===== src/verilog/fetch_defines.svh =====
// Fetch unit configuration macros for widths, sizes and the reset vector
`ifndef FETCH_DEFINES_SVH
`define FETCH_DEFINES_SVH

// Address and instruction widths
`define FETCH_AW           32
`define FETCH_INSN_DW      32

// Instructions per fetch window, two words make an 8-byte window
`define FETCH_WIDTH        2

// Fetch queue entries, must be a power of two
`define FETCH_QUEUE_DEPTH  8

// Direct-mapped BTB indexed by PC[5:2]
`define FETCH_BTB_ENTRIES  16

// First fetch address after reset
`define FETCH_RESET_PC     32'h0000_1000

`endif


===== src/verilog/fetch_pkg.sv =====
// Shared vector types of the fetch unit
`default_nettype none

`include "fetch_defines.svh"

package fetch_pkg;

   // Byte address
   typedef logic [`FETCH_AW-1:0] addr_t;

   // One instruction word
   typedef logic [`FETCH_INSN_DW-1:0] insn_t;

   // Saturating branch counter, taken when 2 or 3
   typedef logic [1:0] cnt2_t;

   // Instructions pushed in one cycle, 0 up to FETCH_WIDTH
   typedef logic [$clog2(`FETCH_WIDTH+1)-1:0] push_cnt_t;

   // Queue pointer with an extra wrap bit
   typedef logic [$clog2(`FETCH_QUEUE_DEPTH):0] qptr_t;

endpackage

`default_nettype wire


===== src/verilog/fetch_bpu.sv =====
// Direct-mapped branch target buffer with 2-bit counters and registered lookup
`timescale 1ns/1ps
`default_nettype none

`include "fetch_defines.svh"

module fetch_bpu (
   input  wire                     clk,
   input  wire                     rst_n_i,
   input  wire                     lookup_en_i,
   input  wire fetch_pkg::addr_t   lookup_pc_i,
   input  wire                     wb_i,
   input  wire fetch_pkg::addr_t   wb_pc_i,
   input  wire                     wb_taken_i,
   input  wire fetch_pkg::addr_t   wb_tgt_i,
   output logic [`FETCH_WIDTH-1:0] taken_o,
   output fetch_pkg::addr_t        tgt_o [`FETCH_WIDTH]
);
   localparam int IDXW = $clog2(`FETCH_BTB_ENTRIES);
   localparam int TAGW = `FETCH_AW - IDXW - 2;
   localparam int OFFW = $clog2(`FETCH_WIDTH);
   localparam int WB   = OFFW + 2;

   // Entry storage
   logic [TAGW-1:0]               btb_tag [`FETCH_BTB_ENTRIES];
   fetch_pkg::addr_t              btb_tgt [`FETCH_BTB_ENTRIES];
   fetch_pkg::cnt2_t              btb_cnt [`FETCH_BTB_ENTRIES];
   logic [`FETCH_BTB_ENTRIES-1:0] btb_vld;

   // One read port per slot
   logic [IDXW-1:0]         slot_idx [`FETCH_WIDTH];
   logic [TAGW-1:0]         rd_tag   [`FETCH_WIDTH];
   fetch_pkg::cnt2_t        rd_cnt   [`FETCH_WIDTH];
   logic [`FETCH_WIDTH-1:0] rd_vld;
   logic [TAGW-1:0]         lk_tag;

   logic [IDXW-1:0] wb_idx;
   logic [TAGW-1:0] wb_tag;
   logic            wb_hit;

   // Slots of one window share the tag and differ in the low index bits
   always_comb
   begin
      for (int i = 0; i < `FETCH_WIDTH; i++)
         slot_idx[i] = {lookup_pc_i[WB +: IDXW-OFFW], OFFW'(i)};
   end

   always_ff @(posedge clk)
   begin
      if (!rst_n_i)
         rd_vld <= '0;
      else if (lookup_en_i)
      begin
         for (int i = 0; i < `FETCH_WIDTH; i++)
            rd_vld[i] <= btb_vld[slot_idx[i]];
      end
   end

   always_ff @(posedge clk)
   begin
      if (lookup_en_i)
      begin
         lk_tag <= lookup_pc_i[`FETCH_AW-1 -: TAGW];
         for (int i = 0; i < `FETCH_WIDTH; i++)
         begin
            rd_tag[i] <= btb_tag[slot_idx[i]];
            rd_cnt[i] <= btb_cnt[slot_idx[i]];
            tgt_o[i]  <= btb_tgt[slot_idx[i]];
         end
      end
   end

   always_comb
   begin
      for (int i = 0; i < `FETCH_WIDTH; i++)
         taken_o[i] = rd_vld[i] && (rd_tag[i] == lk_tag) && rd_cnt[i][1];
   end

   // Writeback side
   assign wb_idx = wb_pc_i[2 +: IDXW];
   assign wb_tag = wb_pc_i[`FETCH_AW-1 -: TAGW];
   assign wb_hit = btb_vld[wb_idx] && (btb_tag[wb_idx] == wb_tag);

   always_ff @(posedge clk)
   begin
      if (!rst_n_i)
         btb_vld <= '0;
      else if (wb_i && wb_taken_i)
         btb_vld[wb_idx] <= 1'b1;
   end

   always_ff @(posedge clk)
   begin
      if (wb_i && wb_taken_i)
      begin
         btb_tag[wb_idx] <= wb_tag;
         btb_tgt[wb_idx] <= wb_tgt_i;
         // New entries start weakly taken
         if (!wb_hit)
            btb_cnt[wb_idx] <= 2'd2;
         else if (btb_cnt[wb_idx] != 2'd3)
            btb_cnt[wb_idx] <= btb_cnt[wb_idx] + 2'd1;
      end
      else if (wb_i && wb_hit && btb_cnt[wb_idx] != 2'd0)
         btb_cnt[wb_idx] <= btb_cnt[wb_idx] - 2'd1;
   end

endmodule

`default_nettype wire


===== src/verilog/fetch_pc_gen.sv =====
// Fetch PC register, next-PC selection, slot valid mask and window realignment
`timescale 1ns/1ps
`default_nettype none

`include "fetch_defines.svh"

module fetch_pc_gen (
   input  wire                                    clk,
   input  wire                                    rst_n_i,
   input  wire                                    flush_i,
   input  wire fetch_pkg::addr_t                  flush_tgt_i,
   input  wire                                    queue_ready_i,
   input  wire [`FETCH_WIDTH-1:0]                 pred_taken_i,
   input  wire fetch_pkg::addr_t                  pred_tgt_i [`FETCH_WIDTH],
   input  wire [`FETCH_WIDTH*`FETCH_INSN_DW-1:0]  s1_rdata_i,
   output fetch_pkg::addr_t                       pc_nxt_o,
   output fetch_pkg::addr_t                       s1_pc_o,
   output fetch_pkg::push_cnt_t                   push_cnt_o,
   output logic [`FETCH_WIDTH-1:0]                s1_pred_taken_o,
   output fetch_pkg::insn_t                       push_ins_o [`FETCH_WIDTH],
   output logic                                   imem_en_o
);
   localparam int OFFW = $clog2(`FETCH_WIDTH);
   localparam int WB   = OFFW + 2;

   fetch_pkg::addr_t        s1_pc;
   logic                    s1_valid;
   logic [OFFW-1:0]         s1_off;
   logic [`FETCH_WIDTH-1:0] slot_vld;
   logic [`FETCH_WIDTH-1:0] slot_tkn;
   fetch_pkg::push_cnt_t    n_vld;
   fetch_pkg::addr_t        pred_pc;
   fetch_pkg::addr_t        seq_pc;

   // Slot of the first instruction inside the window
   assign s1_off = s1_pc[2 +: OFFW];
   assign seq_pc = {s1_pc[`FETCH_AW-1:WB], {WB{1'b0}}} + fetch_pkg::addr_t'(`FETCH_WIDTH * 4);

   // Valid from the entry slot up to the first predicted-taken slot
   always_comb
   begin
      logic blocked;
      blocked = 1'b0;
      n_vld   = '0;
      for (int i = 0; i < `FETCH_WIDTH; i++)
      begin
         slot_vld[i] = (s1_off <= i) && !blocked;
         slot_tkn[i] = slot_vld[i] & pred_taken_i[i];
         blocked     = blocked | slot_tkn[i];
         n_vld       = n_vld + fetch_pkg::push_cnt_t'(slot_vld[i]);
      end
   end

   // Lowest taken slot wins
   always_comb
   begin
      pred_pc = seq_pc;
      for (int i = `FETCH_WIDTH - 1; i >= 0; i--)
      begin
         if (slot_tkn[i])
            pred_pc = pred_tgt_i[i];
      end
   end

   always_comb
   begin
      if (flush_i)
         pc_nxt_o = flush_tgt_i;
      else if (!queue_ready_i || !s1_valid)
         pc_nxt_o = s1_pc;
      else if (|slot_tkn)
         pc_nxt_o = pred_pc;
      else
         pc_nxt_o = seq_pc;
   end

   // A flush always fetches since the queue empties on the same edge
   assign imem_en_o  = flush_i | queue_ready_i;
   assign push_cnt_o = (flush_i || !s1_valid || !queue_ready_i) ? '0 : n_vld;
   assign s1_pc_o    = s1_pc;

   // Shift the window so the entry slot lands in lane 0
   always_comb
   begin
      logic [OFFW-1:0] src;
      for (int k = 0; k < `FETCH_WIDTH; k++)
      begin
         src                = OFFW'(k + s1_off);
         push_ins_o[k]      = s1_rdata_i[src*`FETCH_INSN_DW +: `FETCH_INSN_DW];
         s1_pred_taken_o[k] = slot_tkn[src];
      end
   end

   always_ff @(posedge clk)
   begin
      if (!rst_n_i)
      begin
         s1_pc    <= `FETCH_RESET_PC;
         s1_valid <= 1'b0;
      end
      else if (imem_en_o)
      begin
         s1_pc    <= pc_nxt_o;
         s1_valid <= 1'b1;
      end
   end

endmodule

`default_nettype wire


===== src/verilog/fetch_queue.sv =====
// Fetch queue, circular buffer with two-wide push and single pop
`timescale 1ns/1ps
`default_nettype none

`include "fetch_defines.svh"

module fetch_queue (
   input  wire                       clk,
   input  wire                       rst_n_i,
   input  wire                       flush_i,
   input  wire fetch_pkg::push_cnt_t push_cnt_i,
   input  wire fetch_pkg::insn_t     push_ins_i [`FETCH_WIDTH],
   input  wire fetch_pkg::addr_t     push_pc_i,
   input  wire [`FETCH_WIDTH-1:0]    push_pred_i,
   output logic                      queue_ready_o,
   output logic                      id_valid_o,
   output fetch_pkg::insn_t          id_ins_o,
   output fetch_pkg::addr_t          id_pc_o,
   output logic                      id_pred_taken_o,
   input  wire                       id_pop_i
);
   localparam int PW = $clog2(`FETCH_QUEUE_DEPTH);

   // Entry storage
   fetch_pkg::insn_t              q_ins [`FETCH_QUEUE_DEPTH];
   fetch_pkg::addr_t              q_pc  [`FETCH_QUEUE_DEPTH];
   logic [`FETCH_QUEUE_DEPTH-1:0] q_pred;

   fetch_pkg::qptr_t head;
   fetch_pkg::qptr_t tail;
   fetch_pkg::qptr_t used;
   logic             pop;

   logic [PW-1:0]    wr_idx [`FETCH_WIDTH];
   fetch_pkg::addr_t wr_pc  [`FETCH_WIDTH];

   assign used = tail - head;

   // Room for a whole window
   assign queue_ready_o = (used <= fetch_pkg::qptr_t'(`FETCH_QUEUE_DEPTH - `FETCH_WIDTH));

   assign id_valid_o      = (head != tail);
   assign pop             = id_pop_i & id_valid_o;
   assign id_ins_o        = q_ins[head[PW-1:0]];
   assign id_pc_o         = q_pc[head[PW-1:0]];
   assign id_pred_taken_o = q_pred[head[PW-1:0]];

   // Lane k goes to tail+k with PC base+4k
   always_comb
   begin
      for (int k = 0; k < `FETCH_WIDTH; k++)
      begin
         wr_idx[k] = tail[PW-1:0] + PW'(k);
         wr_pc[k]  = push_pc_i + fetch_pkg::addr_t'(4 * k);
      end
   end

   always_ff @(posedge clk)
   begin
      for (int k = 0; k < `FETCH_WIDTH; k++)
      begin
         if (k < push_cnt_i)
         begin
            q_ins[wr_idx[k]]  <= push_ins_i[k];
            q_pc[wr_idx[k]]   <= wr_pc[k];
            q_pred[wr_idx[k]] <= push_pred_i[k];
         end
      end
   end

   // Flush drops every entry, pending pops included
   always_ff @(posedge clk)
   begin
      if (!rst_n_i || flush_i)
      begin
         head <= '0;
         tail <= '0;
      end
      else
      begin
         if (pop)
            head <= head + 1'b1;
         tail <= tail + fetch_pkg::qptr_t'(push_cnt_i);
      end
   end

endmodule

`default_nettype wire


===== src/verilog/fetch_top.sv =====
// Instruction fetch unit top level with PC generator, BTB and fetch queue
`timescale 1ns/1ps
`default_nettype none

`include "fetch_defines.svh"

module fetch_top (
   input  wire                                    clk,
   input  wire                                    rst_n_i,
   // Redirect
   input  wire                                    flush_i,
   input  wire fetch_pkg::addr_t                  flush_tgt_i,
   // Instruction memory
   output logic                                   imem_en_o,
   output fetch_pkg::addr_t                       imem_addr_o,
   input  wire [`FETCH_WIDTH*`FETCH_INSN_DW-1:0]  imem_rdata_i,
   // Branch update from execute
   input  wire                                    bpu_wb_i,
   input  wire fetch_pkg::addr_t                  bpu_wb_pc_i,
   input  wire                                    bpu_wb_taken_i,
   input  wire fetch_pkg::addr_t                  bpu_wb_tgt_i,
   // Decode
   output logic                                   id_valid_o,
   output fetch_pkg::insn_t                       id_ins_o,
   output fetch_pkg::addr_t                       id_pc_o,
   output logic                                   id_pred_taken_o,
   input  wire                                    id_pop_i
);
   localparam int WB = $clog2(`FETCH_WIDTH) + 2;

   fetch_pkg::addr_t        pc_nxt;
   fetch_pkg::addr_t        s1_pc;
   fetch_pkg::push_cnt_t    push_cnt;
   logic [`FETCH_WIDTH-1:0] s1_pred_taken;
   fetch_pkg::insn_t        push_ins [`FETCH_WIDTH];
   logic [`FETCH_WIDTH-1:0] pred_taken;
   fetch_pkg::addr_t        pred_tgt [`FETCH_WIDTH];
   logic                    queue_ready;

   // Memory sees the window base only
   assign imem_addr_o = {pc_nxt[`FETCH_AW-1:WB], {WB{1'b0}}};

   fetch_pc_gen u_pc_gen (
      .clk             (clk),
      .rst_n_i         (rst_n_i),
      .flush_i         (flush_i),
      .flush_tgt_i     (flush_tgt_i),
      .queue_ready_i   (queue_ready),
      .pred_taken_i    (pred_taken),
      .pred_tgt_i      (pred_tgt),
      .s1_rdata_i      (imem_rdata_i),
      .pc_nxt_o        (pc_nxt),
      .s1_pc_o         (s1_pc),
      .push_cnt_o      (push_cnt),
      .s1_pred_taken_o (s1_pred_taken),
      .push_ins_o      (push_ins),
      .imem_en_o       (imem_en_o)
   );

   // Lookup advances together with the memory read
   fetch_bpu u_bpu (
      .clk         (clk),
      .rst_n_i     (rst_n_i),
      .lookup_en_i (imem_en_o),
      .lookup_pc_i (pc_nxt),
      .wb_i        (bpu_wb_i),
      .wb_pc_i     (bpu_wb_pc_i),
      .wb_taken_i  (bpu_wb_taken_i),
      .wb_tgt_i    (bpu_wb_tgt_i),
      .taken_o     (pred_taken),
      .tgt_o       (pred_tgt)
   );

   fetch_queue u_queue (
      .clk             (clk),
      .rst_n_i         (rst_n_i),
      .flush_i         (flush_i),
      .push_cnt_i      (push_cnt),
      .push_ins_i      (push_ins),
      .push_pc_i       (s1_pc),
      .push_pred_i     (s1_pred_taken),
      .queue_ready_o   (queue_ready),
      .id_valid_o      (id_valid_o),
      .id_ins_o        (id_ins_o),
      .id_pc_o         (id_pc_o),
      .id_pred_taken_o (id_pred_taken_o),
      .id_pop_i        (id_pop_i)
   );

endmodule

`default_nettype wire

===== config.mk =====
export PLATFORM = sky130hd
export DESIGN_NAME = fetch_top
export DESIGN_NICKNAME = d
export VERILOG_FILES = /design/src/verilog/fetch_pkg.sv /design/src/verilog/fetch_bpu.sv /design/src/verilog/fetch_pc_gen.sv /design/src/verilog/fetch_queue.sv /design/src/verilog/fetch_top.sv
export VERILOG_INCLUDE_DIRS = /design/src /design/src/verilog
export SDC_FILE = /design/constraint.sdc
export NUM_CORES = 2
export LEC_CHECK = 0
export BUFFER_PORTS_ARGS = -buffer_cell sky130_fd_sc_hd__buf_2
export CAP_MARGIN = 20
export CORE_UTILIZATION = 25
export DETAILED_ROUTE_END_ITERATION = 6
export HOLD_SLACK_MARGIN = 0.03
export PLACE_DENSITY = 0.35
export SLEW_MARGIN = 15
export SYNTH_ARGS = -nofsm -noshare
export SYNTH_HDL_FRONTEND = slang
export SYNTH_SLANG_ARGS = --single-unit
export TNS_END_PERCENT = 20

===== constraint.sdc =====
create_clock -name clk -period 11.2 [get_ports clk]
set_clock_uncertainty 0.2 [all_clocks]
set_input_delay 1.68 -clock clk [delete_from_list [all_inputs] [get_ports clk]]
set_output_delay 1.68 -clock clk [all_outputs]
set_load 0.02 [all_outputs]

# Yosys cells after proc, flatten, opt, wreduce, memory -nomap -nowiden
# Memories as Yosys holds them, arrays and structs flattened. A register that Yosys moved wholly into a read port is not among the register bits.
# Cells that the tools add are included.
# word_totals
inputBits,166
word_cells,130
n_memories,7
ff_bits,93
mem_bits_rw,1528
output_inout_bits,99
# classes
bitwise,7
mux,52
magnitude_cmp,15
n_addsub,10
shift,2
eq_ne,6
n_reduce_logical,22
# memory_table
name,depth,width,rd,rd_clocked_by_memory_dff,write_ports,line_no,source
u_bpu.btb_tgt,16,32,2,2,1,fetch_bpu.sv:26,fetch_pkg::addr_t btb_tgt [`FETCH_BTB_ENTRIES];
u_bpu.btb_tag,16,26,3,0,1,fetch_bpu.sv:25,logic [TAGW-1:0] btb_tag [`FETCH_BTB_ENTRIES];
u_queue.q_ins,8,32,1,1,2,fetch_queue.sv:25,fetch_pkg::insn_t q_ins [`FETCH_QUEUE_DEPTH];
u_queue.q_pc,8,32,1,1,2,fetch_queue.sv:26,fetch_pkg::addr_t q_pc [`FETCH_QUEUE_DEPTH];
u_bpu.rd_tag,2,26,2,0,2,fetch_bpu.sv:32,logic [TAGW-1:0] rd_tag [`FETCH_WIDTH];
u_bpu.btb_cnt,16,2,3,0,1,fetch_bpu.sv:27,fetch_pkg::cnt2_t btb_cnt [`FETCH_BTB_ENTRIES];
+1 memories,-,-,-,-,-,-,
# op_table
cell,count
$mux 32,5
$shiftx 64x7->32,2
$eq 26x26->1,3
$add 32x3->32 const B,1
$add 32x4->32 const B,1
$mux 1,29
$bwmux 8,2
$mux 8,2
$or 16x16->16,1
$lt 4x5->1 const B,3
$lt 3x4->1 const B,3
$mux 3,4
$logic_and 1x1->1,11
$bmux 1 s3,3
$demux 1 s3,2
$ge 3x1->1 const B,2
$mux 2,3
$add 4x1->4 const B,1
$add 4x2->4,1
$bmux 1 s4,1
$demux 1 s4,1
$ge 4x1->1 const B,1
$le 4x3->1 const B,1
$logic_not 1->1,4
17 further kinds,27

# Depth between registers and ports, before layout
# An unclocked memory read counts as a cell.
# logic_depth
depth_word,14
ltp_mapped,16
ltp_nobuf,13

# Cells and area by module
# From an unflattened synthesis, not the netlist that was laid out.
# unflattened
hier_cells,5034
area_unflattened_um2,78051.1
# modules_own_cells
module,area_per_inst_um2,cells_per_inst,n_inst,seq_area_each_um2
fetch_bpu,46341.9,2125,1,33512.1
fetch_queue,27825.4,2382,1,15755.1
fetch_pc_gen,3857.4,523,1,660.6
fetch_top,26.3,4,1,0.0

# Worst setup path after synthesis
# No wires, ideal clock.
# synth_path
path_type,in2reg
startpoint,input port bpu_wb_pc_i[3]
endpoint,memory u_bpu.btb_tag[12][0] (netlist name) (enable)
n_path_buf,5
arrival_time_ns,8.724
cell_stages,6
path_slack_ns,1.634
path_cell_list,buf_2 -> buf_6 -> buf_2 -> buf_2 -> buf_1 -> nor4b_1
# synth_lines
item,line_no,source
start: declaration,fetch_top.sv:19,"input wire fetch_pkg::addr_t bpu_wb_pc_i,"
end: declaration,fetch_bpu.sv:25,
# No word-level cell before the write port.

# Worst setup path in the final report
# layout_path
startpoint,register u_queue.tail[0]
endpoint,output port imem_addr_o[3]
# layout_between
elab_chain_len,6
# layout_rtl
item,line_no,source
start: declaration,fetch_queue.sv:30,fetch_pkg::qptr_t tail;
start signal: assignment,fetch_queue.sv:83,tail <= tail + fetch_pkg::qptr_t'(push_cnt_i);
$sub 4x4->4,fetch_queue.sv:37,assign used = tail - head;
$le 4x3->1,fetch_queue.sv:40,assign queue_ready_o = (used <= fetch_pkg::qptr_t'(`FETCH_QUEUE_DEPTH - `FETCH_WIDTH));
$logic_not 1->1,fetch_pc_gen.sv:69,else if (!queue_ready_i || !s1_valid)
$logic_or 1x1->1,fetch_pc_gen.sv:69,
$mux 32,fetch_pc_gen.sv:69,
$mux 32,fetch_pc_gen.sv:67,if (flush_i)
end: declaration,fetch_top.sv:15,"output fetch_pkg::addr_t imem_addr_o,"
# Every way passes these cells. The select of a mux whose other input is x is not followed.

==> insert_results.sql <==
INSERT INTO impl_metrics (metric_group, metric, value, unit) VALUES
('yosys', 'ys_seq_area_share', '66.0', '%'),
('finish', 'mostFrequentLayoutCell', 'edfxtp_1', ''),
('finish', 'drive_gt1_share', '33.3', '%'),
('placement', 'gpl.final_weighted_congestion', '0.785', ''),
('yosys', 'synth_edf_count', '1616', ''),
('clocking', 'max-clock-path-buffers', '4', ''),
('worst_setup_path', 'end_kind', 'primary output', ''),
('sta', 'rsz0062_at_grt', 'no', ''),
('grt', 'grt_pass1_wl', '357000', 'µm'),
('grt', 'grt_pass1_vias', '42845', ''),
('status', 'run_status', 'finished clean', ''),
('die', 'boundaryPins', '265', ''),
('sta', 'max_freq', '142', 'MHz'),
('die', 'core-area', '301000', 'µm²'),
('placement', 'detailed_place_hpwl', '152000', 'µm'),
('sta', 'max-slew-margin-rel', '25.1', '%'),
('yosys', 'synthDistinctLibCells', '74', ''),
('drt', 'post_route_drc', '0', ''),
('sta', 'final.period_utilization', '62.9', '%'),
('drt', 'initialDrtViolationCount', '2852', ''),
('power', 'power_density', '175', 'nW/µm²'),
('grt', 'grt_remaining_overflow', '0', ''),
('clocking', 'post-cts-setup-buffers', '0', ''),
('power', 'power.ir.vdd_worst', '116', 'µV'),
('clocking', 'clock-root-buffer', 'clkbuf_16', ''),
('grt', 'antenna_found_initial', '51', ''),
('yosys', 'syn-instance-count', '4532', ''),
('worst_setup_path', 'critical_path_class', 'register to primary output', ''),
('sta', 'setup_tns', '0', 'ps'),
('placement', 'dpl.cell_count', '8436', ''),
('finish', 'instances_no_fill', '8818', ''),
('drt', 'vias', '41054', ''),
('worst_setup_path', 'endpoint', 'imem_addr_o[3]', ''),
('finish', 'utilization', '29.1', '%'),
('worst_setup_path', 'required', '9320', 'ps'),
('die', 'die-area', '305000', 'µm²'),
('drt', 'routed_via_count_divided_by_cell_count', '4.66', ''),
('sta', 'slew_violations', '0', ''),
('worst_setup_path', 'worst-r2r-setup-slack', '4670', 'ps'),
('drt', 'routed_length_per_instance', '29.4', 'µm'),
('grt', 'grt.total_usage', '16.7', '%'),
('clocking', 'cts-hold-fix-buffers', '0', ''),
('yosys', 'postSynthAreaPerCell', '16.7', 'µm²'),
('yosys', 'synthArstFlopShare', '0', '%'),
('worst_setup_path', 'timing.critical_path.arrival', '5170', 'ps'),
('die', 'fp.dieW', '552', 'µm'),
('drt', 'first_pass_drt_iterations', '5', ''),
('worst_setup_path', 'cp-start-kind', 'register', ''),
('clocking', 'htreeDepth', '4', ''),
('clocking', 'cts_repair_resize_count', '0', ''),
('sta', 'worst_slew_pin_slew', '1120', 'ps'),
('sta', 'min_period', '7050', 'ps'),
('finish', 'flow.area_growth_from_synthesis', '15.6', '%'),
('finish', 'layout.cells.most_common_list', 'edfxtp_1 (1616), mux2_2 (624), mux4_2 (275)', ''),
('grt', 'pin_count_of_the_biggest_net_entering_global_routing', '126', ''),
('clocking', 'clk_latency', '870', 'ps'),
('clocking', 'cts.reportedPaths.clkPinSlew', '60', 'ps'),
('placement', 'buffer_ports.inserted', '259', ''),
('worst_setup_path', 'worstRegToRegCells', '15', ''),
('drt', 'detail_route.wirelength', '260000', 'µm'),
('sta', 'setup-violations-final', '0', ''),
('drt', 'drt.antenna.violating_nets', '0', ''),
('worst_setup_path', 'worst_reg2reg_path_startpoint', 'u_queue.tail[0]', ''),
('clocking', 'tritoncts_sinks', '1686', ''),
('worst_setup_path', 'crit-reg2reg-capture', 'u_bpu.tgt_o[30]', ''),
('die', 'floorplan.initialDensity', '25.2', '%'),
('power', 'power_leakage', '28.1', 'nW'),
('sta', 'finalHoldViolations', '0', ''),
('yosys', 'mapped_area', '75700', 'µm²'),
('min_path', 'holdPathStages', '2', ''),
('run', 'max-cap-violations', '0', ''),
('yosys', 'synth_warnings', '0', ''),
('clocking', 'cts_tree', 'built', ''),
('die', 'floorplan.die.height', '552', 'µm'),
('min_path', 'hold_path.class', 'register to register', ''),
('clocking', 'cts_made_buffers', '206', ''),
('die', 'placement_rows', '201', ''),
('yosys', 'ys_seq_elements', '1686', ''),
('yosys', 'synth-main-ff-cell', 'edfxtp_1', ''),
('finish', 'finalNetCount', '4867', ''),
('worst_setup_path', 'setup.worst_path.start', 'u_queue.tail[0]', ''),
('worst_setup_path', 'path_max_fanout', '44', ''),
('finish', 'filler_cell_count', '29774', '');
[critical path, stage by stage, from the launching register on]
cell and delay, ps:
dfxtp_1 550, inv_1 140, ha_1 250, fa_1 380
xor2_1 160, nor3_1 440, a211oi_4 50, buf_4 300
nand2_1 550, o22ai_1 220, a211o_4 510, inv_1 450
buf_2 260
[sequential cells by signal (all words and copies together), names as in the netlist, named ones only]
| signal | cells |
|---|---|
| u_bpu.btb_tgt | 512 |
| u_bpu.btb_tag | 416 |
| u_queue.q_ins | 256 |
| u_queue.q_pc | 256 |
| u_bpu.tgt_o | 64 |
| u_bpu.rd_tag | 52 |
| u_bpu.btb_cnt | 32 |
| u_pc_gen.s1_pc_o | 32 |
| u_bpu.lk_tag | 26 |
| u_bpu.btb_vld | 16 |
| u_queue.q_pred | 8 |
| u_queue.head | 4 |
| u_queue.tail | 4 |
| u_bpu.rd_cnt | 2 |
| u_bpu.rd_vld | 2 |
| u_pc_gen.s1_valid | 1 |
[worst min path at each step]
stage	from	end	slack (ps)
final	u_bpu.btb_vld[8]	u_bpu.btb_vld[8]	300
after global routing	u_bpu.btb_vld[0]	u_bpu.btb_vld[0]	330
after CTS	u_bpu.btb_vld[8]	u_bpu.btb_vld[8]	300
after detailed placement	u_bpu.btb_vld[8]	u_bpu.btb_vld[8]	290
after global placement	u_bpu.btb_vld[12]	u_bpu.btb_vld[12]	290
after floorplan	u_bpu.btb_vld[4]	u_bpu.btb_vld[4]	250
[layer usage]
layer	up-vias	GRT usage [%]	wire length (µm)
li1	18057	-	-
met1	21765	22.1	117000
met2	844	28.3	126000
met3	372	2.31	9340
met4	16	4.60	7330
met5	-	0	103
[metrics by stage]
stage                     hold slack [ps]  total power [mW]  area [µm²]  setup slack, ps
after floorplan                       252              8.32       75700             1630
after global placement                287              8.98       81000             4100
after detailed placement              286              8.98       81100             4150
after CTS                             300              15.5       87400             4010
after global routing                  326              15.8       87400             3940
final                                 305              15.3       87500             4150
[area by class of cell]
class	count	area [µm²]	share of cell area, %
Sequential cell	1686	49900	57.1
Multi-Input combinational cell	2384	23800	27.2
Clock buffer	268	5530	6.32
Tap cell	3958	4950	5.66
Timing Repair Buffer	379	2300	2.63
Clock inverter	95	812	0.928
Inverter	31	124	0.142
Antenna cell	17	42.5	0.0486
[synthesized netlist by cell type (5+ instances only)]
master	instances	area [µm²]
edfxtp_1	1616	48500
mux2_2	624	7030
mux4_2	275	6190
mux2i_1	253	2530
clkbuf_1	244	916
nand2_1	201	754
a21oi_1	152	761
xnor2_1	138	1210
nor2_1	137	514
o22ai_1	120	751
buf_2	79	395
dfxtp_1	70	1400
xor2_1	64	561
mux2_1	54	608
buf_4	43	323
o21ai_0	43	215
buf_1	35	131
nand3_1	33	165
and2_1	31	194
inv_1	30	113
nor3_1	27	135
nor4_1	27	169
nand4_1	21	131
o211ai_1	21	158
buf_6	20	225
a311oi_1	15	131
and3_1	15	93.8
a21o_1	13	97.6
buf_8	12	180
nand2b_1	12	75.1
ha_1	11	138
or2_2	9	56.3
nor3_2	7	70.1
o211a_1	7	70.1
o221ai_1	6	52.6
a211oi_1	5	37.5
nor4_2	5	62.6
or3_1	5	31.3
[logic make-up after synthesis]
| group | after synthesis | share of synthesized area (%) |
|---|---|---|
| DFF | 1686 | 66.0 |
| muxes | 1206 | 21.6 |
| and+or+nand+nor | 554 | 3.51 |
| buffers and inverters | 464 | 3.02 |
| AOI/OAI and AO/OA | 406 | 3.28 |
| xor gates and xnor gates | 202 | 2.34 |
| adders and majority gates | 13 | 0.235 |
| other | 1 | 0.00496 |
[power by group]
group	total [mW]	leakage, nW	switching (mW)	internal (mW)
clock network	6.45	3.11	2.68	3.77
registers	7.31	15.4	0.166	7.15
logic	1.50	9.54	0.925	0.576
total	15.3	28.1	3.78	11.5
Note: power is estimated with default switching activity, not from simulation.
